<file path="src/bubl_pkg.sv">
//////////////////////////////////////////////////////////////////////
// Shared types and constants for the main-board glue logic
// Bus structs, game and region enums, cabinet and control bundles
//////////////////////////////////////////////////////////////////////
`default_nettype none

package bubl_pkg;

    // Wishbone classic request from one CPU bus
    typedef struct packed {
        logic        cyc;
        logic        stb;
        logic        we;
        logic [15:0] adr;
        logic [ 7:0] dat;
    } wb_req_t;

    // Wishbone response back to the CPU bus
    typedef struct packed {
        logic [7:0] dat;
        logic       ack;
    } wb_rsp_t;

    typedef enum logic {
        game_bubble,
        game_tokio
    } game_t;

    // Decoded main-bus target
    typedef enum logic [3:0] {
        reg_rom, reg_vram, reg_pal, reg_work,
        reg_comm, reg_sound, reg_misc, reg_flip,
        reg_nmi, reg_wdog, reg_cab, reg_none
    } region_t;

    typedef struct packed {
        logic [1:0] start;      // Player start buttons
        logic [1:0] coin;
        logic [5:0] joy1;
        logic [5:0] joy2;
        logic [7:0] dip_a;
        logic [7:0] dip_b;
    } cab_in_t;

    typedef struct packed {
        logic [2:0] bank;       // ROM page select
        logic       black_n;
        logic       flip;
        logic       sub_rst_n;
    } misc_t;

    typedef struct packed {
        logic [7:0] latch;
        logic       stb;
        logic       rstn;       // Sound CPU out of reset when high
    } snd_t;

    localparam logic [3:0] BANK_BASE       = 4'd2;     // First banked 16 KB page
    localparam logic [7:0] OPEN_BUS        = 8'hFF;
    localparam logic [7:0] COMM_STUB_TOKIO = 8'hBF;

endpackage

`default_nettype wire
</file>
<file path="src/bubl_cabinet.sv">
//////////////////////////////////////////////////////////////////////
// Cabinet input port read mux, second game only
//////////////////////////////////////////////////////////////////////
`default_nettype none

module bubl_cabinet
    import bubl_pkg::*;
(
    input  logic        clk24,
    input  cab_in_t     cab,
    input  logic [2:0]  offset,
    output logic [7:0]  cab_dout
);

    // Joystick bits come out in board wiring order
    function automatic logic [7:0] player_byte(input logic start, input logic [5:0] joy);
        player_byte = {1'b1, start, joy[4], joy[5], joy[3], joy[2], joy[0], joy[1]};
    endfunction

    always_ff @(posedge clk24) begin
        case (offset)
            3'd3:    cab_dout <= cab.dip_a;
            3'd4:    cab_dout <= cab.dip_b;
            3'd5:    cab_dout <= {4'hF, cab.coin, 2'b11};
            3'd6:    cab_dout <= player_byte(cab.start[0], cab.joy1);
            3'd7:    cab_dout <= player_byte(cab.start[1], cab.joy2);
            default: cab_dout <= OPEN_BUS;
        endcase
    end

endmodule

`default_nettype wire

</file>
<file path="config.mk">
export PLATFORM = sky130hd
export DESIGN_NAME = bubl_cabinet
export DESIGN_NICKNAME = d
export VERILOG_FILES = /design/src/bubl_pkg.sv /design/src/bubl_cabinet.sv
export SDC_FILE = /design/constraint.sdc
export NUM_CORES = 1
export LEC_CHECK = 0
export ABC_AREA = 1
export BUFFER_PORTS_ARGS = -buffer_cell sky130_fd_sc_hd__buf_2
export CAP_MARGIN = 20
export CORE_MARGIN = 10
export CORE_UTILIZATION = 39
export DETAILED_ROUTE_END_ITERATION = 6
export PLACE_DENSITY = 0.77
export RECOVER_POWER = 50
export SLEW_MARGIN = 40
export SYNTH_ARGS = -nofsm -noshare
export SYNTH_HDL_FRONTEND = slang
export SYNTH_SLANG_ARGS = --single-unit
</file>
<file path="constraint.sdc">
create_clock -name clk24 -period 0.95 [get_ports clk24]
set_input_delay 0.0475 -clock clk24 [delete_from_list [all_inputs] [get_ports clk24]]
set_output_delay 0.0475 -clock clk24 [all_outputs]
set_load 0.01 [all_outputs]
</file>
==> flow_summary.toml <==
[die]
core_area_um2 = 1490
die_h_um = 59.2
initial_core_util_pct = 40.3
rows = 14
fp.dieW_um = 59.2
num_io_pins = 44
die-area_um2 = 3510

[synthesis]
synth_area_leaders = "dfxtp_1 27%, nand2_1 14%, nand4_1 11%, nor2_1 11%, inv_1 6.3%"
synth_ff_type = "dfxtp_1"
synth_top_area_cell = "dfxtp_1"
netlist_instances = 95
syn-cell-area_um2 = 601
synth.most_common_cell = "nand2_1"
synth_cell_types = 18
netlist.area_leader.share_pct = 26.7
async_flop_share_pct = 0
syn_nets = 131
yosys_warnings = 0
synth_seq_area_share_pct = 26.7
avgSynthCellArea_um2 = 6.32
synthTopCellsByCount = "22 x nand2_1, 17 x nor2_1, 11 x nand4_1"
synth_edf_count = 0
synth-seq-cells = 8

[global_route]
grt_first_pass_wirelength_um = 3060
overflow = 0
grt_pass1_vias = 716
track_usage_pct = 10.7
antenna_found_initial = 0
grt_max_degree = 14

[critical_path]
crit_chain = "clkbuf_1"
startpoint = "cab_dout[0]$_DFF_P_"
crit_slowest_cell = "dfxtp_1"
path_class = "reg -> out"
cp_max_fo = 1
worstSetupEndpointType = "primary output"
cp_num_buf_inv = 1
worstPathRequired_ns = 0.90
cp-start-kind = "flop"
cp_slowest_stage_delay_ns = 0.31
critical-path-top-delay-family = "flip-flops"
cp.arrival_ns = 0.72

[power_and_ir_drop]
worst_ir_drop_vdd_mv = 0.456
leakagePower_nw = 0.500
pwr_density_cell_nw_per_um2 = 1100

[clock_network]
cts_tree = "done"
cts_buffers = 3
htreeDepth = 1
post_cts_buffers = 0
clock-sinks = 8
clk_pin_slew_worst_paths_ns = 0.06
postCtsHoldBufs = 2
cts_resized = 0
root_buffer = "clkbuf_4"
cts.path.max_buffers = 2

[worst_hold_path]
hold_path.class = "in -> reg"
whs_endpoint = "cab_dout[4]$_DFF_P_"
hp-start = "cab[12]"
holdPathStages = 3

[finish]
synthToLayoutAreaGrowth_pct = 43.3
n_antenna_cell = 0
top_regs = "cab_dout (8)"
regArea_um2 = 160
regMostFlops = "cab_dout"
largest_reg_flops = 8
num-fill-cells = 153
multiInputGateArea_um2 = 348
layout-drive-gt1-share_pct = 39.9
finalNetCount = 181

[place]
pre_cts_slack_ns = 0.0157
gp_congestion = 0.897
port_buffers = 43
hpwl_um = 1680

[sta]
drv_slew = 0
max_freq_ghz = 1.31
setup_viol_count_final = 0
worst_pin_slew_ns = 0.358
finalCriticalPeriod_ns = 0.766
min_period_over_period_pct = 80.6
slew_headroom_pct = 76.1
rsz0062_at_grt = "no"
setup_slack_ns = 0.184
setup_tns_ns = 0
final-hold-violation-count = 0

[job]
maxCapViolCount = 0

[detailed_routing]
drc = 0
wl_met3_um = 130
drt-met1-wl_um = 896
top_layer = "met4"
antenna_left = 0
drtIter0Drc = 20
wl_met2_um = 976
num_vias = 763
via_per_inst = 4.80
wl_per_cell_um = 12.8
drt-total-wl_um = 2030
first_pass_iters = 4

[outcome]
status = "finished, final reports clean"
## per-layer routing
metal,global-route usage (%),up-vias
met5,0,-
met4,4.92,0
met3,2.58,4
met2,18.3,27
met1,12.0,331
li1,-,401
## cells in the final DEF (no fill, tap or decap), types with 2 or more instances in the layout
cell type	n
nand2_1	22
buf_4	4
nor2_1	17
nand3_1	7
inv_2	2
clkbuf_4	3
dlygate4sd3_1	2
nand2_2	2
dfxtp_1	8
clkbuf_1	3
nand4_1	11
inv_1	10
nand2_4	2
a21oi_1	4
buf_2	39
nand3_2	2
## power breakdown
group | leakage [nW] | switching [mW] | internal (mW)
clock network | 0.0138 | 0.121 | 0.145
registers | 0.0674 | 0.00764 | 0.373
logic | 0.419 | 0.164 | 0.133
## logic make-up (layout without fill, tap and decap cells)
kind of cell,after synthesis,after routing,synth area share [%]
buf+inv,17,65,15.4
compound gates,4,4,3.33
simple gates,66,66,54.6
flops,8,8,26.7
## through the flow
| step | util, % | total power [mW] | area (um2) | hold WS, ns | std cells |
|---|---|---|---|---|---|
| after floorplan | - | 0.548 | 601 | 0.164 | 95 |
| after global placement | 55.2 | 0.677 | 822 | 0.250 | 154 |
| after detailed placement | 55.2 | 0.682 | 822 | 0.258 | 154 |
| after CTS | 58.1 | 0.952 | 865 | 0.00199 | 159 |
| after global routing | 57.8 | 1.01 | 861 | 0.00144 | 159 |
| final | 57.8 | 0.943 | 861 | 0.00261 | 159 |
## final cells by class
| type | instances | share of cell area (%) |
|---|---|---|
| Multi-Input combinational cell | 70 | 40.4 |
| Inverter | 13 | 5.67 |
| Clock buffer | 3 | 2.62 |
| Tap cell | 16 | 2.33 |
| Sequential cell | 8 | 18.6 |
| Timing Repair Buffer | 49 | 30.4 |
## worst max-delay path by stage
stage	end	slack, ns	cells past startpoint
finish	cab_dout[0]	0.18	1
global route	cab_dout[5]$_DFF_P_	0.14	6
CTS	cab_dout[6]	0.21	1
detailed placement	cab_dout[5]$_DFF_P_	0.02	6
global placement	cab_dout[4]$_DFF_P_	0.05	6
floorplan	cab_dout[5]$_DFF_P_	0.26	6
Power figures use the tool's default switching activity.
