==> src/bubl_pkg.sv <==
//////////////////////////////////////////////////////////////////////
// Shared types and constants for the main-board glue logic
// Bus structs, game and region enums, cabinet and control bundles
//////////////////////////////////////////////////////////////////////
`default_nettype none

package bubl_pkg;

    // Wishbone classic request from one CPU bus
    typedef struct packed {
        logic        cyc;
        logic        stb;
        logic        we;
        logic [15:0] adr;
        logic [ 7:0] dat;
    } wb_req_t;

    // Wishbone response back to the CPU bus
    typedef struct packed {
        logic [7:0] dat;
        logic       ack;
    } wb_rsp_t;

    typedef enum logic {
        game_bubble,
        game_tokio
    } game_t;

    // Decoded main-bus target
    typedef enum logic [3:0] {
        reg_rom, reg_vram, reg_pal, reg_work,
        reg_comm, reg_sound, reg_misc, reg_flip,
        reg_nmi, reg_wdog, reg_cab, reg_none
    } region_t;

    typedef struct packed {
        logic [1:0] start;      // Player start buttons
        logic [1:0] coin;
        logic [5:0] joy1;
        logic [5:0] joy2;
        logic [7:0] dip_a;
        logic [7:0] dip_b;
    } cab_in_t;

    typedef struct packed {
        logic [2:0] bank;       // ROM page select
        logic       black_n;
        logic       flip;
        logic       sub_rst_n;
    } misc_t;

    typedef struct packed {
        logic [7:0] latch;
        logic       stb;
        logic       rstn;       // Sound CPU out of reset when high
    } snd_t;

    localparam logic [3:0] BANK_BASE       = 4'd2;     // First banked 16 KB page
    localparam logic [7:0] OPEN_BUS        = 8'hFF;
    localparam logic [7:0] COMM_STUB_TOKIO = 8'hBF;

endpackage

`default_nettype wire
==> src/bubl_main_decode.sv <==
//////////////////////////////////////////////////////////////////////
// Main-bus region decoder and banked program ROM address
//////////////////////////////////////////////////////////////////////
`default_nettype none

module bubl_main_decode
    import bubl_pkg::*;
#(
    parameter int rom_aw = 18
) (
    input  game_t              game,
    input  wb_req_t            main_bus,
    input  logic    [2:0]      bank,
    output region_t            region,
    output logic [rom_aw-1:0]  rom_addr,
    output logic               rom_cs
);

    logic [7:0]  page;
    logic        a7;
    logic        wr;
    logic [3:0]  rom_page;
    logic [17:0] banked_addr;

    assign page = main_bus.adr[15:8];
    assign a7   = main_bus.adr[7];
    assign wr   = main_bus.we;

    always_comb begin
        region = reg_none;
        if (main_bus.adr[15:14] != 2'b11) begin
            region = reg_rom;                           // 0000-BFFF
        end else if (main_bus.adr[15:13] == 3'b110) begin
            region = reg_vram;                          // C000-DFFF
        end else if (main_bus.adr[12:11] != 2'b11) begin
            region = reg_work;                          // E000-F7FF
        end else if (main_bus.adr[15:9] == 7'b1111_100) begin
            region = reg_pal;                           // F800-F9FF
        end else if (game == game_tokio) begin
            if (page == 8'hFC && !a7)
                region = reg_sound;
            else if (page == 8'hFA && a7)
                region = wr ? reg_misc : reg_none;
            else if (page == 8'hFA)
                region = wr ? reg_wdog : reg_cab;       // Cabinet shares the watchdog page
            else if (page == 8'hFB)
                region = !wr ? reg_none : (a7 ? reg_nmi : reg_flip);
            else if (main_bus.adr[15:9] == 7'b1111_111)
                region = reg_comm;
        end else begin
            if (page == 8'hFA)
                region = a7 ? reg_wdog : reg_sound;
            else if (page == 8'hFB && main_bus.adr[7:6] == 2'b01)
                region = wr ? reg_misc : reg_none;
            else if (page == 8'hFB && main_bus.adr[7:6] == 2'b00)
                region = wr ? reg_nmi : reg_none;
            else if (main_bus.adr[15:10] == 6'b1111_11)
                region = reg_comm;
        end
    end

    // Upper half of the CPU map is a 16 KB window into the banked pages
    assign rom_page    = {1'b0, bank} + BANK_BASE;
    assign banked_addr = {rom_page, main_bus.adr[13:0]};
    assign rom_addr    = main_bus.adr[15] ? rom_aw'(banked_addr)
                                          : rom_aw'(main_bus.adr[14:0]);
    assign rom_cs      = region == reg_rom && main_bus.cyc && main_bus.stb;

endmodule

`default_nettype wire

==> config.mk <==
export PLATFORM = sky130hd
export DESIGN_NAME = bubl_main_decode
export DESIGN_NICKNAME = d
export VERILOG_FILES = /design/src/bubl_pkg.sv /design/src/bubl_main_decode.sv
export SDC_FILE = /design/constraint.sdc
export NUM_CORES = 1
export LEC_CHECK = 0
export ABC_AREA = 0
export BUFFER_PORTS_ARGS = -buffer_cell sky130_fd_sc_hd__buf_2
export CORE_AREA = 2 2 39 41
export DETAILED_ROUTE_END_ITERATION = 10
export DIE_AREA = 0 0 41 43
export PLACE_DENSITY = 0.87
export RECOVER_POWER = 100
export SYNTH_ARGS = -nofsm -noshare
export SYNTH_HDL_FRONTEND = slang
export SYNTH_SLANG_ARGS = --single-unit
==> constraint.sdc <==
create_clock -name vclk -period 2.19
set_input_delay 0.438 -clock vclk [all_inputs]
set_output_delay 0.438 -clock vclk [all_outputs]
set_load 0.01 [all_outputs]
==> out/metrics.cfg <==
[timing]
clock.fmax_mhz = 487
tightestPinTransition_ps = 346
rsz0062_at_grt = no
relSlewSlack_pct = 76.7
hold_viol_final = 0
timing.hold.ws_ps = 876
fin_ws_ps = 138
final.setup.tns_ps = 0
fin_crit_sh_pct = 93.7
setup_viol = 0
maxSlewViolCount = 0
finalWorstPathRequiredPeriod_ps = 2050

[setup_path]
worstPathRequired_ps = 1750
crit_path_start_kind = input pin
worst-setup-path-type = in -> out
cp_data_arrival_time_ps = 1610
path_common_cell = a21oi_1
worstSetupEndpointType = primary output
crit_slowest_cell = or4b_1
crit_fanout = 7
crit_chain = clkbuf_2 > or4b_1 > a21oi_1 > a221o_1 > a21oi_1 > buf_2
critPathMaxStageDelay_ps = 530

[global_route]
grt_pass1_vias = 388
grt_pass1_wl_um = 1460
overflow = 0
grt_max_degree = 10
grt_util_met2_pct = 20.3
grt_util_met3_pct = 0.524
busiest_layer = met2
track_usage_pct = 10.9
antenna_found_initial = 0
use_met1_pct = 12.7

[layout]
n_fill_cell = 154
regArea_sq_um = 0
syn_to_final_growth_pct = 17.8
nClkBuffers = 0
design.seq.count = 0
fin_nets = 106
fin_area_sq_um = 430
instances_no_fill = 88
antennaDiodeCount = 0
layout-drive-gt1-share_pct = 33.3
final_common_cell = buf_2
fin_util_pct = 31.1
final_cell_mix = buf_2, clkbuf_1, nand2_1, a21oi_1, nand2b_1

[floorplanning]
start_util_pct = 26.4
core_area_sq_um = 1380
io_pins = 54
num_rows = 14
dieArea_sq_um = 1760
die_x_um = 41
fp.dieH_um = 43

[placed_design]
dp.cells = 88
hpwl_um = 841
pre_cts_ws_ps = 150
place_area_sq_um = 445
port_buffers = 34
place_congestion = 0.735

[synth]
syn_area_sq_um = 365
yosysWarnings = 0
synthDistinctLibCells = 28
ys_seq_area_share_pct = 0
yosys.area.top_type = buf_4
synth.top_cell.area_share_pct = 28.8
synth_area_per_cell_sq_um = 6.89
syn_nets = 85
ys_top_cells_by_area = buf_4, a21oi_1, nand2_1
synthCells = 53

[detailed_routing]
vias = 440
via_per_inst = 5.00
wl_per_cell_um = 11.3
first_pass_iters = 3
ant_nets = 0
totalWireLength_um = 998
drcViolationCount = 0
drt-initial-drc-count = 2

[job]
maxCapViolations = 0

[clocking]
cts_resized = 0
cts_hold_buf = 0
post_cts_buffers = 0

[worst_hold_path]
hold_class = in -> out

[pwr]
power.total_mw = 0.0793
ir_drop_mv = 0.0518
leakagePower_nw = 0.206
powerDensity_nw_per_um2 = 184

[run_status]
status = complete, no violations

==> worst max-delay path, delay by kind of cell <==
family                 cells  cell delay (ps)
and+or+nand+nor            1              530
AOI/OAI and AO/OA          3              350
buffers and inverters      2              280
==> power by group <==
group          leakage, nW  switching, mW  internal [mW]  total [mW]
logic                0.206         0.0446         0.0347      0.0793
clock network            0              0              0           0
registers                0              0              0           0
==> Yosys cell counts, types with 2 or more instances <==
library cell,number
nand2b_1,3
nand2_1,5
buf_4,14
and2_1,2
inv_1,2
a21oi_1,5
==> worst paths after layout <==
path | endpoint | slack, ps | from | depth (start not counted)
worst min-delay path | rom_addr[0] | 880 | main_bus[8] | 0
worst max-delay path | region[0] | 140 | main_bus[16] | 6
==> logic make-up (layout without fill, tap and decap cells) <==
| kind of cell | Yosys count | after routing | synth area share [%] |
|---|---|---|---|
| compound gates | 14 | 14 | 27.1 |
| xor+xnor | 1 | 1 | 2.40 |
| fa+ha+maj | 1 | 1 | 3.42 |
| buf+inv | 17 | 36 | 32.2 |
| mux | 1 | 1 | 3.08 |
| simple gates | 19 | 19 | 31.9 |
==> layout make-up <==
cell class | count | area, sq um | share of cell area (%)
inverters | 2 | 7.51 | 1.74
multi-input cells | 36 | 248 | 57.6
well taps | 16 | 20.0 | 4.65
repair buffers | 34 | 155 | 36.0
==> layer usage <==
| metal | wire length, um | share of wire (%) | vias to the layer above |
|---|---|---|---|
| met5 | 0 | 0 | - |
| met4 | 0 | 0 | 0 |
| met3 | 86 | 8.6 | 0 |
| met2 | 516 | 52 | 24 |
| met1 | 395 | 40 | 199 |
| li1 | - | - | 217 |
No activity file was read; power rests on OpenSTA's default activity.
