$ cat config.mk
export PLATFORM = sky130hd
export DESIGN_NAME = bubl_ctrl_regs
export DESIGN_NICKNAME = d
export VERILOG_FILES = /design/src/bubl_pkg.sv /design/src/bubl_ctrl_regs.sv
export SDC_FILE = /design/constraint.sdc
export NUM_CORES = 1
export LEC_CHECK = 0
export ABC_AREA = 1
export BUFFER_PORTS_ARGS = -buffer_cell sky130_fd_sc_hd__buf_2
export CELL_PAD_IN_SITES_DETAIL_PLACEMENT = 1
export CELL_PAD_IN_SITES_GLOBAL_PLACEMENT = 1
export CORE_MARGIN = 5
export CORE_UTILIZATION = 29
export CTS_CLUSTER_SIZE = 30
export DETAILED_ROUTE_END_ITERATION = 12
export GPL_TIMING_DRIVEN = 0
export PLACE_DENSITY = 0.9
export SLEW_MARGIN = 25
export SYNTH_ARGS = -nofsm -noshare
export SYNTH_HDL_FRONTEND = slang
export SYNTH_SLANG_ARGS = --single-unit
$ cat constraint.sdc
create_clock -name clk24 -period 0.9 [get_ports clk24]
set_clock_uncertainty 0.1 [all_clocks]
set_input_delay 0.09 -clock clk24 [delete_from_list [all_inputs] [get_ports clk24]]
set_output_delay 0.09 -clock clk24 [all_outputs]
set_load 0.05 [all_outputs]
$ cat src/bubl_pkg.sv
//////////////////////////////////////////////////////////////////////
// Shared types and constants for the main-board glue logic
// Bus structs, game and region enums, cabinet and control bundles
//////////////////////////////////////////////////////////////////////
`default_nettype none

package bubl_pkg;

    // Wishbone classic request from one CPU bus
    typedef struct packed {
        logic        cyc;
        logic        stb;
        logic        we;
        logic [15:0] adr;
        logic [ 7:0] dat;
    } wb_req_t;

    // Wishbone response back to the CPU bus
    typedef struct packed {
        logic [7:0] dat;
        logic       ack;
    } wb_rsp_t;

    typedef enum logic {
        game_bubble,
        game_tokio
    } game_t;

    // Decoded main-bus target
    typedef enum logic [3:0] {
        reg_rom, reg_vram, reg_pal, reg_work,
        reg_comm, reg_sound, reg_misc, reg_flip,
        reg_nmi, reg_wdog, reg_cab, reg_none
    } region_t;

    typedef struct packed {
        logic [1:0] start;      // Player start buttons
        logic [1:0] coin;
        logic [5:0] joy1;
        logic [5:0] joy2;
        logic [7:0] dip_a;
        logic [7:0] dip_b;
    } cab_in_t;

    typedef struct packed {
        logic [2:0] bank;       // ROM page select
        logic       black_n;
        logic       flip;
        logic       sub_rst_n;
    } misc_t;

    typedef struct packed {
        logic [7:0] latch;
        logic       stb;
        logic       rstn;       // Sound CPU out of reset when high
    } snd_t;

    localparam logic [3:0] BANK_BASE       = 4'd2;     // First banked 16 KB page
    localparam logic [7:0] OPEN_BUS        = 8'hFF;
    localparam logic [7:0] COMM_STUB_TOKIO = 8'hBF;

endpackage

`default_nettype wire
$ cat src/bubl_ctrl_regs.sv
//////////////////////////////////////////////////////////////////////
// Miscellaneous control register and sound CPU handshake
//////////////////////////////////////////////////////////////////////
`default_nettype none

module bubl_ctrl_regs
    import bubl_pkg::*;
(
    input  logic        clk24,
    input  logic        rst,
    input  game_t       game,
    input  wb_req_t     main_bus,
    input  region_t     region,
    input  logic        wr_ack,         // Ack of the current main cycle
    input  logic        main_stb,
    output misc_t       misc,
    output snd_t        snd,
    output logic        main_flag,
    output logic        nmi_sub,
    output logic [7:0]  sound_status
);

    logic wr_en;
    logic rd_en;
    logic prev_stb;

    assign wr_en = wr_ack && main_bus.we;
    assign rd_en = wr_ack && !main_bus.we;

    //////////////////////////////////////////////////////////////////
    // Misc register

    always_ff @(posedge clk24 or posedge rst) begin
        if (rst) begin
            misc <= '0;                 // Blanked, sub CPU held in reset
        end else begin
            if (wr_en && region == reg_misc) begin
                if (game == game_tokio)
                    misc.bank <= main_bus.dat[2:0];
                else
                    misc.bank <= {~main_bus.dat[2], main_bus.dat[1:0]};
                misc.black_n <= main_bus.dat[6];
                if (game == game_bubble) begin
                    misc.sub_rst_n <= main_bus.dat[4];
                    misc.flip      <= main_bus.dat[7];
                end else begin
                    misc.sub_rst_n <= 1'b1;
                end
            end
            if (wr_en && region == reg_flip)
                misc.flip <= main_bus.dat[7];   // Separate window in the second game
        end
    end

    //////////////////////////////////////////////////////////////////
    // Sound CPU side

    always_ff @(posedge clk24 or posedge rst) begin
        if (rst) begin
            snd.latch <= 8'd0;
            snd.stb   <= 1'b0;
            snd.rstn  <= 1'b1;          // Sound CPU runs from power up
            nmi_sub   <= 1'b0;
        end else begin
            snd.stb <= wr_en && region == reg_sound && main_bus.adr[1:0] == 2'd0;
            nmi_sub <= wr_en && region == reg_nmi;
            if (wr_en && region == reg_sound) begin
                case (main_bus.adr[1:0])
                    2'd0:    snd.latch <= main_bus.dat;
                    2'd3:    snd.rstn  <= ~main_bus.dat[0];
                    default: ;
                endcase
            end
        end
    end

    // Main flag drops on a status read, returns on a sound strobe edge
    always_ff @(posedge clk24 or posedge rst) begin
        if (rst) begin
            prev_stb  <= 1'b0;
            main_flag <= 1'b1;
        end else begin
            prev_stb <= main_stb;
            if (main_stb && !prev_stb)
                main_flag <= 1'b1;
            else if (rd_en && region == reg_sound)
                main_flag <= 1'b0;
        end
    end

    assign sound_status = {6'h3F, main_flag, 1'b0};    // Bit 0 filled at the top

    snd_stb_single: assert property (@(posedge clk24) disable iff (rst)
        snd.stb |=> !snd.stb)
        else $error("Sound strobe held for more than one cycle");

endmodule

`default_nettype wire

==> impl_metrics.yaml, run 1 <==
outcome:
  status: "complete, but fails checks"
  failed_checks: "hold timing, setup timing"
logic_synthesis:
  synth_largest_type_area_fraction_pct: 44.3
  synthTopCellsByArea: "sky130_fd_sc_hd__dfrtp_1 (44%), sky130_fd_sc_hd__nand2_1 (11%), sky130_fd_sc_hd__buf_4 (6.3%)"
  ys_seq_area_share_pct: 49.7
  synth.cell_area_sq_um: 961
  synth.largest_area_cell: "sky130_fd_sc_hd__dfrtp_1"
  syn_inst_count: 103
  postSynthAreaPerCell_sq_um: 9.33
  ys_seq_elements: 19
  synthesis.yosys.warnings: 0
  count_of_different_cell_masters_after_synthesis: 23
pwr:
  vdd_drop_max_uv: 519
  cellInternalPower_mw: 1.47
  switching_share_pct: 39.1
  pwr-share-clk_pct: 18.6
  switchingPower_mw: 0.944
  share_comb_of_total_power_pct: 38.6
  share_of_power_burned_in_registers_pct: 42.8
  power-per-cell-area_mw_per_mm2: 1560
  fin_total_pwr_mw: 2.42
  static-leakage-power_nw: 0.796
worst_setup_path:
  crit_path_start_kind: "flop"
  worst-endpoint-required_ns: 0.71
  setup.worst_path.class: "reg -> out"
  max_stage_delay_ns: 0.58
  cp_data_arrival_time_ns: 1.11
  worst_setup_path_end_kind: "primary output"
  critical_path.startpoint: "main_flag$_DFFE_PP1P_"
  cells_along_the_critical_path: "buf_8 > buf_8"
  critPathMaxFanout: 3
  r2r_start: "snd[6]$_DFFE_PP0P_"
  critPathSlowestCell: "sky130_fd_sc_hd__dfstp_2"
  critical_path.top_delay_family: "flip-flops"
  cp.buffers_inverters: 2
  worst_path_most_repeated_cell: "sky130_fd_sc_hd__buf_8"
routing:
  postRouteAntennaNets: 0
  drt-total-wl_um: 2760
  via_count: 885
  post_drt_via_cell_ratio: 4.19
  drt_drc_violations_left: 0
  avgRoutedWirePerCell_um: 13.1
  drt_iter0_drc: 26
  detail_route.first_pass.iterations: 4
cts:
  ctsHoldBuffers: 14
  tritoncts: "built"
  tritoncts_num_sinks: 19
  clock_transition_at_the_registers_of_the_reported_paths_ns: 0.12
  cts-buffers-inserted: 3
  h-tree-depth: 1
  insertion_delay_ns: 0.30
  clock-root-buffer: "sky130_fd_sc_hd__clkbuf_4"
  max-clock-path-buffers: 2
grt:
  grt_antenna_before_repair: 0
  grt_start_max_net_pins: 20
  wire_length_of_the_first_global_routing_pass_um: 4310
  first_global_vias: 935
  overflow: 0
  globalRouteTotalUtil_pct: 13.1
timing:
  max_freq_mhz: 769
  slew_violations: 0
  max_slew_margin_pct: 49.9
  worst_slack_ns: -0.400
  hold_ws_ns: -0.203
  fin_crit_ns: 1.30
  timing.final.hold_violations: 17
  setup-violations-final: 20
  worst-slew-pin-transition_ns: 0.751
  grt_setup_unrepaired: "true"
  min_period_over_period_pct: 144
layout:
  final_cell_mix: "sky130_fd_sc_hd__nand2_1 (29), sky130_fd_sc_hd__buf_6 (18), sky130_fd_sc_hd__buf_2 (18)"
  layout_commonest_cell: "sky130_fd_sc_hd__nand2_1"
  antenna_cells: 0
  layout-drive-gt1-share_pct: 49.7
  final_cells: 211
  syn_to_final_growth_pct: 61.6
  num-nets-final: 202
die:
  die_outline_area_sq_mm: 0.00457
  core_sq_mm: 0.00328
  std_cell_rows: 21
  die-height_um: 67.6
  initial_core_util_pct: 29.3
  io_pins: 62
  dieWidth_um: 67.6
placed_design:
  port_buffers: 38
  numPlacedInstances: 192
  detailed_place_hpwl_um: 1920
  post-place-ws_ns: -0.172
  place.gp.congestion: 0.704
worst_hold_path:
  hold_class: "in -> async"
flow_run:
  max_cap_violations: 0
## synthesized netlist by cell type
| library cell | n |
|---|---|
| sky130_fd_sc_hd__nand2_1 | 29 |
| sky130_fd_sc_hd__dfrtp_1 | 17 |
| sky130_fd_sc_hd__inv_1 | 9 |
| sky130_fd_sc_hd__nand4_1 | 9 |
| sky130_fd_sc_hd__buf_4 | 8 |
| sky130_fd_sc_hd__o21ai_1 | 5 |
| sky130_fd_sc_hd__inv_2 | 3 |
| sky130_fd_sc_hd__nand2_2 | 3 |
| sky130_fd_sc_hd__buf_6 | 2 |
| sky130_fd_sc_hd__conb_1 | 2 |
| sky130_fd_sc_hd__dfstp_2 | 2 |
| sky130_fd_sc_hd__nand3_4 | 2 |
| sky130_fd_sc_hd__nor2_4 | 2 |
| sky130_fd_sc_hd__clkinv_2 | 1 |
| sky130_fd_sc_hd__nand3_1 | 1 |
| sky130_fd_sc_hd__nand3_2 | 1 |
| sky130_fd_sc_hd__nand3b_1 | 1 |
| sky130_fd_sc_hd__nor2_1 | 1 |
| sky130_fd_sc_hd__nor2_8 | 1 |
| sky130_fd_sc_hd__nor3_1 | 1 |
| sky130_fd_sc_hd__o2111ai_1 | 1 |
| sky130_fd_sc_hd__o211ai_1 | 1 |
| sky130_fd_sc_hd__xor2_1 | 1 |
## logic make-up after synthesis
kind of cell	count (synthesis)	synth area share, %
compound gates	7	4.30
xor+xnor	1	0.912
buf+inv	23	13.8
flops	19	49.7
other cells	2	0.782
simple gates	51	30.5
## metal layers
metal	routed length, um	part of all wire [%]	global-route usage (%)	vias up
li1	-	-	-	441
met3	156	5.7	2.50	6
met1	1050	38	15.1	410
met2	1490	54	22.4	28
met4	70	2.5	7.59	0
met5	0	0	0	-
## area by class of cell
class	count	area, sq um
clock buffer	3	22.5
inverter	13	50.0
timing repair buffer	53	463
tap	46	57.6
buffer	10	90.1
fill	403	1730
clock inverter	1	5.00
multi-input combinational	66	369
sequential	19	495
## path summary, 6_finish.rpt
| path | cells past startpoint | end | slack (ns) |
|---|---|---|---|
| max in group asynchronous | 2 | misc[1]$_DFFE_PP0P_ | 0.38 |
| min in group clk24 | 3 | misc[5]$_DFFE_PP0P_ | 0 |
| hold reg to reg | 3 | main_flag$_DFFE_PP1P_ | 0.36 |
| setup / recovery | 2 | sound_status[1] | -0.40 |
| hold / removal | 2 | snd[1]$_DFF_PP0_ | -0.20 |
| setup reg to reg | 4 | snd[6]$_DFFE_PP0P_ | -0.10 |
## stage by stage
stage | setup TNS [ns] | utilization [%] | area [sq um]
3_5_place_dp | -1.69 | 38.1 | 1250
6_report | -3.89 | 47.3 | 1550
2_1_floorplan | -0.317 | - | 1000
4_1_cts | -3.95 | 47.2 | 1550
3_3_place_gp | -1.08 | 38.1 | 1250
5_1_grt | -4.92 | 47.3 | 1550
## repair_timing
action,in CTS,in global routing
resized for setup,39,0
endpoints found under the hold margin,35,17
setup endpoints to repair,19,20
buffers inserted,1,1
pin swaps,0,1
## flip-flops by register name, summed over array words and instances, names as in the netlist
| signal | flops |
|---|---|
| misc | 6 |
| nmi_sub | 1 |
| prev_stb | 1 |
| main_flag | 1 |
| snd | 10 |
## power groups by stage
stage | Combinational, mW | Sequential (mW) | Clock (mW)
detailed placement | 0.763 | 1.03 | 0
global placement | 0.753 | 1.02 | 0
CTS | 0.932 | 1.03 | 0.461
floorplan | 0.246 | 1.35 | 0
global route | 0.988 | 1.05 | 0.533
finish | 0.932 | 1.03 | 0.450
Note: power is estimated with default switching activity, not from simulation.
==> run 2, diff against run 1 <==
--- a/config.mk
+++ b/config.mk
@@ -10,11 +10,12 @@
 export CELL_PAD_IN_SITES_DETAIL_PLACEMENT = 1
 export CELL_PAD_IN_SITES_GLOBAL_PLACEMENT = 1
 export CORE_MARGIN = 5
-export CORE_UTILIZATION = 29
+export CORE_UTILIZATION = 30
+export CTS_BUF_LIST = sky130_fd_sc_hd__clkbuf_4
 export CTS_CLUSTER_SIZE = 30
 export DETAILED_ROUTE_END_ITERATION = 12
 export GPL_TIMING_DRIVEN = 0
-export PLACE_DENSITY = 0.9
+export PLACE_DENSITY = 0.92
 export SLEW_MARGIN = 25
 export SYNTH_ARGS = -nofsm -noshare
 export SYNTH_HDL_FRONTEND = slang
==> run 2 against run 1 <==
  * The run still ends with hold timing, setup timing left
  * Clock power shrank 5.1%
  * Cell count increased by 0.47%
  * Register-to-register slack gained 0.03 ns
  * Combinational power up 4.7%
  * Critical path type unchanged
  * Critical endpoint unchanged
  * Largest cell class unchanged
  * Largest power group unchanged
  * Highest routed layer unchanged
==> impl_metrics.yaml, run 2 (same netlist as run 1, synthesis figures left out) <==
worst_setup_path:
  worst_setup_path_end_kind: "primary output"
  critPathMaxFanout: 3
  crit_path_start_kind: "flop"
  ff2ff_setup_slack_ns: -0.07
  worst_path_most_repeated_cell: "sky130_fd_sc_hd__buf_8"
  cp_data_arrival_time_ns: 1.09
  worst-endpoint-required_ns: 0.71
  setup.worst_path.class: "reg -> out"
  cells_along_the_critical_path: "buf_8 > buf_8"
  critical_path.top_delay_family: "flip-flops"
  critPathSlowestCell: "sky130_fd_sc_hd__dfstp_2"
  cp.buffers_inverters: 2
  max_stage_delay_ns: 0.57
routing:
  drt_drc_violations_left: 0
  avgRoutedWirePerCell_um: 13.0
  drt_iter0_drc: 14
  drt-total-wl_um: 2750
  post_drt_via_cell_ratio: 4.35
  detail_route.first_pass.iterations: 4
  postRouteAntennaNets: 0
  via_count: 922
timing:
  fin_setup_tns_ns: -3.60
  min_period_over_period_pct: 142
  hold_ws_ns: -0.201
  setup-violations-final: 20
  slew_violations: 0
  max_slew_margin_pct: 51.8
  max_freq_mhz: 784
  timing.final.hold_violations: 17
  grt_setup_unrepaired: "true"
  fin_crit_ns: 1.28
  worst_slack_ns: -0.376
  worst-slew-pin-transition_ns: 0.722
cts:
  ctsHoldBuffers: 13
  clock_transition_at_the_registers_of_the_reported_paths_ns: 0.11
  clock-root-buffer: "sky130_fd_sc_hd__clkbuf_4"
  max-clock-path-buffers: 2
  insertion_delay_ns: 0.28
  cts-buffers-inserted: 3
  h-tree-depth: 1
  tritoncts: "built"
  tritoncts_num_sinks: 19
die:
  dieWidth_um: 66.6
  die-height_um: 66.6
  io_pins: 62
  initial_core_util_pct: 31.5
  std_cell_rows: 20
  die_outline_area_sq_mm: 0.00443
  core_sq_mm: 0.00305
grt:
  overflow: 0
  globalRouteTotalUtil_pct: 13.3
  wire_length_of_the_first_global_routing_pass_um: 4450
  grt_start_max_net_pins: 20
  grt_antenna_before_repair: 0
  first_global_vias: 993
outcome:
  status: "complete, but fails checks"
  failed_checks: "hold timing, setup timing"
layout:
  antenna_cells: 0
  num-fill-cells: 361
  top_regs: "snd: 10 flops, misc: 6 flops"
  multi_input_comb_area_sq_um: 385
  postLayoutCellArea_sq_mm: 0.00159
  flip_flop_count_of_the_largest_register_after_layout: 10
  final_cell_mix: "sky130_fd_sc_hd__nand2_1 (27), sky130_fd_sc_hd__buf_6 (19), sky130_fd_sc_hd__buf_2 (19)"
  layout_commonest_cell: "sky130_fd_sc_hd__nand2_1"
  register_ranked_first_by_flip_flop_count: "snd"
  num-nets-final: 205
  seq_area_sq_um: 495
  syn_to_final_growth_pct: 65.2
  layout-drive-gt1-share_pct: 53.6
placed_design:
  place.gp.congestion: 0.707
  port_buffers: 38
  detailed_place_hpwl_um: 2020
  postPlaceCellArea_sq_mm: 0.00125
flow_run:
  max_cap_violations: 0
pwr:
  static-leakage-power_nw: 0.814
  power-per-cell-area_mw_per_mm2: 1530
  vdd_drop_max_uv: 524
worst_hold_path:
  hold_class: "in -> async"
==> run 2: cell types whose count changed in the layout (fill, tap and decap cells not counted) <==
cell / change
sky130_fd_sc_hd__buf_4: +2
sky130_fd_sc_hd__nand2_1: -2
sky130_fd_sc_hd__nand2_2: +2
sky130_fd_sc_hd__buf_2: +1
sky130_fd_sc_hd__buf_6: +1
sky130_fd_sc_hd__dlygate4sd3_1: -1
sky130_fd_sc_hd__nor3_1: -1
sky130_fd_sc_hd__nor3_2: +1
sky130_fd_sc_hd__o2111ai_1: -1
sky130_fd_sc_hd__o2111ai_2: +1
==> run 2: metrics by stage <==
stage	power, mW	worst slack [ns]	cells	utilization (%)	hold slack, ns
global placement	1.77	-0.156	190	40.9	0.114
global route	2.56	-0.419	212	52.0	-0.135
detailed placement	1.80	-0.164	190	40.9	0.119
CTS	2.43	-0.389	211	51.1	-0.178
floorplan	1.59	-0.169	108	-	-0.0613
finish	2.43	-0.376	212	52.0	-0.201
==> run 2: worst reg2reg max path, cell delays in order (launching register included) <==
cell,delay (ns)
sky130_fd_sc_hd__dfrtp_2,0.42
sky130_fd_sc_hd__buf_4,0.13
sky130_fd_sc_hd__buf_4,0.12
sky130_fd_sc_hd__nand2_1,0.05
sky130_fd_sc_hd__nand2_1,0.05
==> run 2: path summary, 6_finish.rpt <==
check,start,endpoint,cells after the start
min reg2reg,snd[0]$_DFFE_PP1P_,snd[0]$_DFFE_PP1P_,2
max in group asynchronous,rst,snd[6]$_DFFE_PP0P_,2
min,rst,misc[3]$_DFFE_PP0P_,2
min in group clk24,game,misc[0]$_DFFE_PP0P_,3
max,main_flag$_DFFE_PP1P_,sound_status[1],2
max reg2reg,snd[4]$_DFFE_PP0P_,snd[4]$_DFFE_PP0P_,4
==> run 2: report_power, final <==
group	total [mW]	internal (mW)	switching (mW)	leakage (nW)
sequential	1.03	0.964	0.0678	0.226
clock	0.427	0.165	0.262	0.0177
combinational	0.976	0.370	0.606	0.570
==> run 2: metal layers <==
layer / vias to the layer above / part of all wire, % / GRT usage [%]
li1: 446 / - / -
met1: 448 / 41 / 14.3
met2: 26 / 54 / 26.2
met3: 2 / 4.6 / 2.70
met4: 0 / 0.44 / 2.54
met5: - / 0 / 0
==> run 2: final cells by class <==
| type | count | area share, % |
|---|---|---|
| buffer | 10 | 5.67 |
| multi-input combinational | 66 | 24.3 |
| timing repair buffer | 56 | 30.5 |
| clock buffer | 3 | 1.42 |
| inverter | 13 | 3.15 |
| sequential | 19 | 31.2 |
| clock inverter | 1 | 0.315 |
| tap | 44 | 3.47 |
==> run 2: timing repair <==
action | 4_1_cts | 5_1_grt
endpoints found under the hold margin | 34 | 17
pin swaps | 0 | 0
gates resized for setup | 39 | 5
endpoints found under the setup margin | 19 | 23
setup buffers | 4 | 2
==> run 3, diff against run 2 <==
--- a/config.mk
+++ b/config.mk
@@ -16,6 +16,7 @@
 export DETAILED_ROUTE_END_ITERATION = 12
 export GPL_TIMING_DRIVEN = 0
 export PLACE_DENSITY = 0.92
+export REMOVE_ABC_BUFFERS = 1
 export SLEW_MARGIN = 25
 export SYNTH_ARGS = -nofsm -noshare
 export SYNTH_HDL_FRONTEND = slang
==> run 3 against run 2 <==
  * The flow still finishes with violations (hold timing, setup timing)
  * Core utilization down 0.25 points
  * Total power up 4.9%
  * Hold slack worse by 0.026 ns
  * Global-route usage up 2.5 points
  * Clock power up 12%
  * Largest power group is now combinational cells
==> impl_metrics.yaml, run 3 (same netlist as run 1, synthesis figures left out) <==
timing:
  setup-violations-final: 19
  min_period_over_period_pct: 137
  worst-slew-pin-transition_ns: 0.709
  max_freq_mhz: 809
  max_slew_margin_pct: 52.7
  timing.final.hold_violations: 19
  worst_slack_ns: -0.337
  slew_violations: 0
  fin_crit_ns: 1.24
  grt_setup_unrepaired: "true"
  hold_ws_ns: -0.227
layout:
  final_cell_mix: "sky130_fd_sc_hd__nand2_1 (23), sky130_fd_sc_hd__buf_6 (22), sky130_fd_sc_hd__buf_2 (18)"
  num-nets-final: 204
  finalCoreUtilization_pct: 51.8
  layout-drive-gt1-share_pct: 47.9
  register_ranked_first_by_flip_flop_count: "snd"
  top_regs: "snd: 10 flops, misc: 6 flops"
  syn_to_final_growth_pct: 64.5
  flip_flop_count_of_the_largest_register_after_layout: 10
  antenna_cells: 0
  final_cells: 211
  layout_commonest_cell: "sky130_fd_sc_hd__nand2_1"
cts:
  clock-root-buffer: "sky130_fd_sc_hd__clkbuf_4"
  max-clock-path-buffers: 2
  tritoncts: "built"
  tritoncts_num_sinks: 19
  clock_transition_at_the_registers_of_the_reported_paths_ns: 0.11
  ctsHoldBuffers: 14
  cts-buffers-inserted: 3
  insertion_delay_ns: 0.31
  h-tree-depth: 1
worst_setup_path:
  cp.buffers_inverters: 1
  cp_num_cells: 1
  cells_along_the_critical_path: "buf_6"
  critPathSlowestCell: "sky130_fd_sc_hd__dfstp_2"
  cp_data_arrival_time_ns: 1.05
  max_stage_delay_ns: 0.57
  critical_path.top_delay_family: "flip-flops"
  crit_path_start_kind: "flop"
  critPathMaxFanout: 3
  setup.worst_path.class: "reg -> out"
  worst-endpoint-required_ns: 0.71
  worst_r2r_path_depth: 3
  worst_setup_path_end_kind: "primary output"
grt:
  grt_antenna_before_repair: 0
  wire_length_of_the_first_global_routing_pass_um: 5090
  grt_start_max_net_pins: 20
  overflow: 0
  first_global_vias: 1036
  globalRouteTotalUtil_pct: 15.7
die:
  io_pins: 62
  core_sq_mm: 0.00305
  die_outline_area_sq_mm: 0.00443
  initial_core_util_pct: 31.5
  dieWidth_um: 66.6
  die-height_um: 66.6
  std_cell_rows: 20
pwr:
  cellInternalPower_mw: 1.57
  switchingPower_mw: 0.988
  share_of_power_burned_in_registers_pct: 40.1
  power-per-cell-area_mw_per_mm2: 1620
  vdd_drop_max_uv: 487
  switching_share_pct: 38.7
  share_comb_of_total_power_pct: 41.1
  pwr-share-clk_pct: 18.8
  static-leakage-power_nw: 0.840
flow_run:
  max_cap_violations: 0
placed_design:
  post-place-ws_ns: -0.308
  numPlacedInstances: 180
  port_buffers: 38
  place.gp.congestion: 0.634
  detailed_place_hpwl_um: 1990
worst_hold_path:
  hold_class: "in -> async"
routing:
  routed-wl-met3_um: 156
  dr_wl_met2_um: 1760
  via_count: 934
  dr_top_layer: "met4"
  drt_iter0_drc: 26
  avgRoutedWirePerCell_um: 15.1
  post_drt_via_cell_ratio: 4.43
  drt-total-wl_um: 3190
  m1WireLength_um: 1130
  postRouteAntennaNets: 0
  detail_route.first_pass.iterations: 3
  drt_drc_violations_left: 0
outcome:
  status: "complete, but fails checks"
  failed_checks: "hold timing, setup timing"
==> run 3: timing repair <==
item | in CTS | in global routing
pin swaps | 0 | 4
buffers inserted | 10 | 6
hold endpoints to repair | 33 | 18
setup endpoints to repair | 19 | 31
resized for setup | 39 | 14
==> run 3: layer usage <==
metal / track usage, % / vias to the layer above
li1: - / 442
met1: 15.7 / 451
met2: 30.4 / 29
met3: 2.02 / 12
met4: 9.14 / 0
met5: 0 / -
==> run 3: path summary, 6_finish.rpt <==
| kind | start | end | slack [ns] |
|---|---|---|---|
| max in group asynchronous | rst | misc[3]$_DFFE_PP0P_ | 0.48 |
| min in group clk24 | region[3] | nmi_sub$_DFF_PP0_ | -0.03 |
| hold reg to reg | prev_stb$_DFF_PP0_ | main_flag$_DFFE_PP1P_ | 0.38 |
| hold / removal | rst | misc[5]$_DFFE_PP0P_ | -0.23 |
| setup reg to reg | misc[5]$_DFFE_PP0P_ | misc[5]$_DFFE_PP0P_ | 0.03 |
| setup / recovery | main_flag$_DFFE_PP1P_ | sound_status[1] | -0.34 |
==> run 3: power groups by stage <==
stage	combinational (mW)	clock, mW	sequential (mW)
finish	1.05	0.480	1.02
global placement	0.715	0	1.01
CTS	0.981	0.483	1.01
detailed placement	0.735	0	1.01
floorplan	0.204	0	1.34
global route	1.10	0.526	1.04
==> run 3: layout make-up <==
type / count / area (sq um)
timing repair buffer: 65 / 566
sequential: 19 / 478
clock buffer: 4 / 30.0
inverter: 13 / 50.0
multi-input combinational: 66 / 402
tap: 44 / 55.1
fill: 368 / 1470
==> run 3: stage by stage <==
step                power, mW  cell area (sq um)  TNS [ns]
CTS                      2.48               1510     -3.52
floorplan                1.54                897     -1.08
finish                   2.55               1580     -3.70
global placement         1.72               1140     -2.58
detailed placement       1.75               1140     -3.25
global route             2.67               1580     -4.33
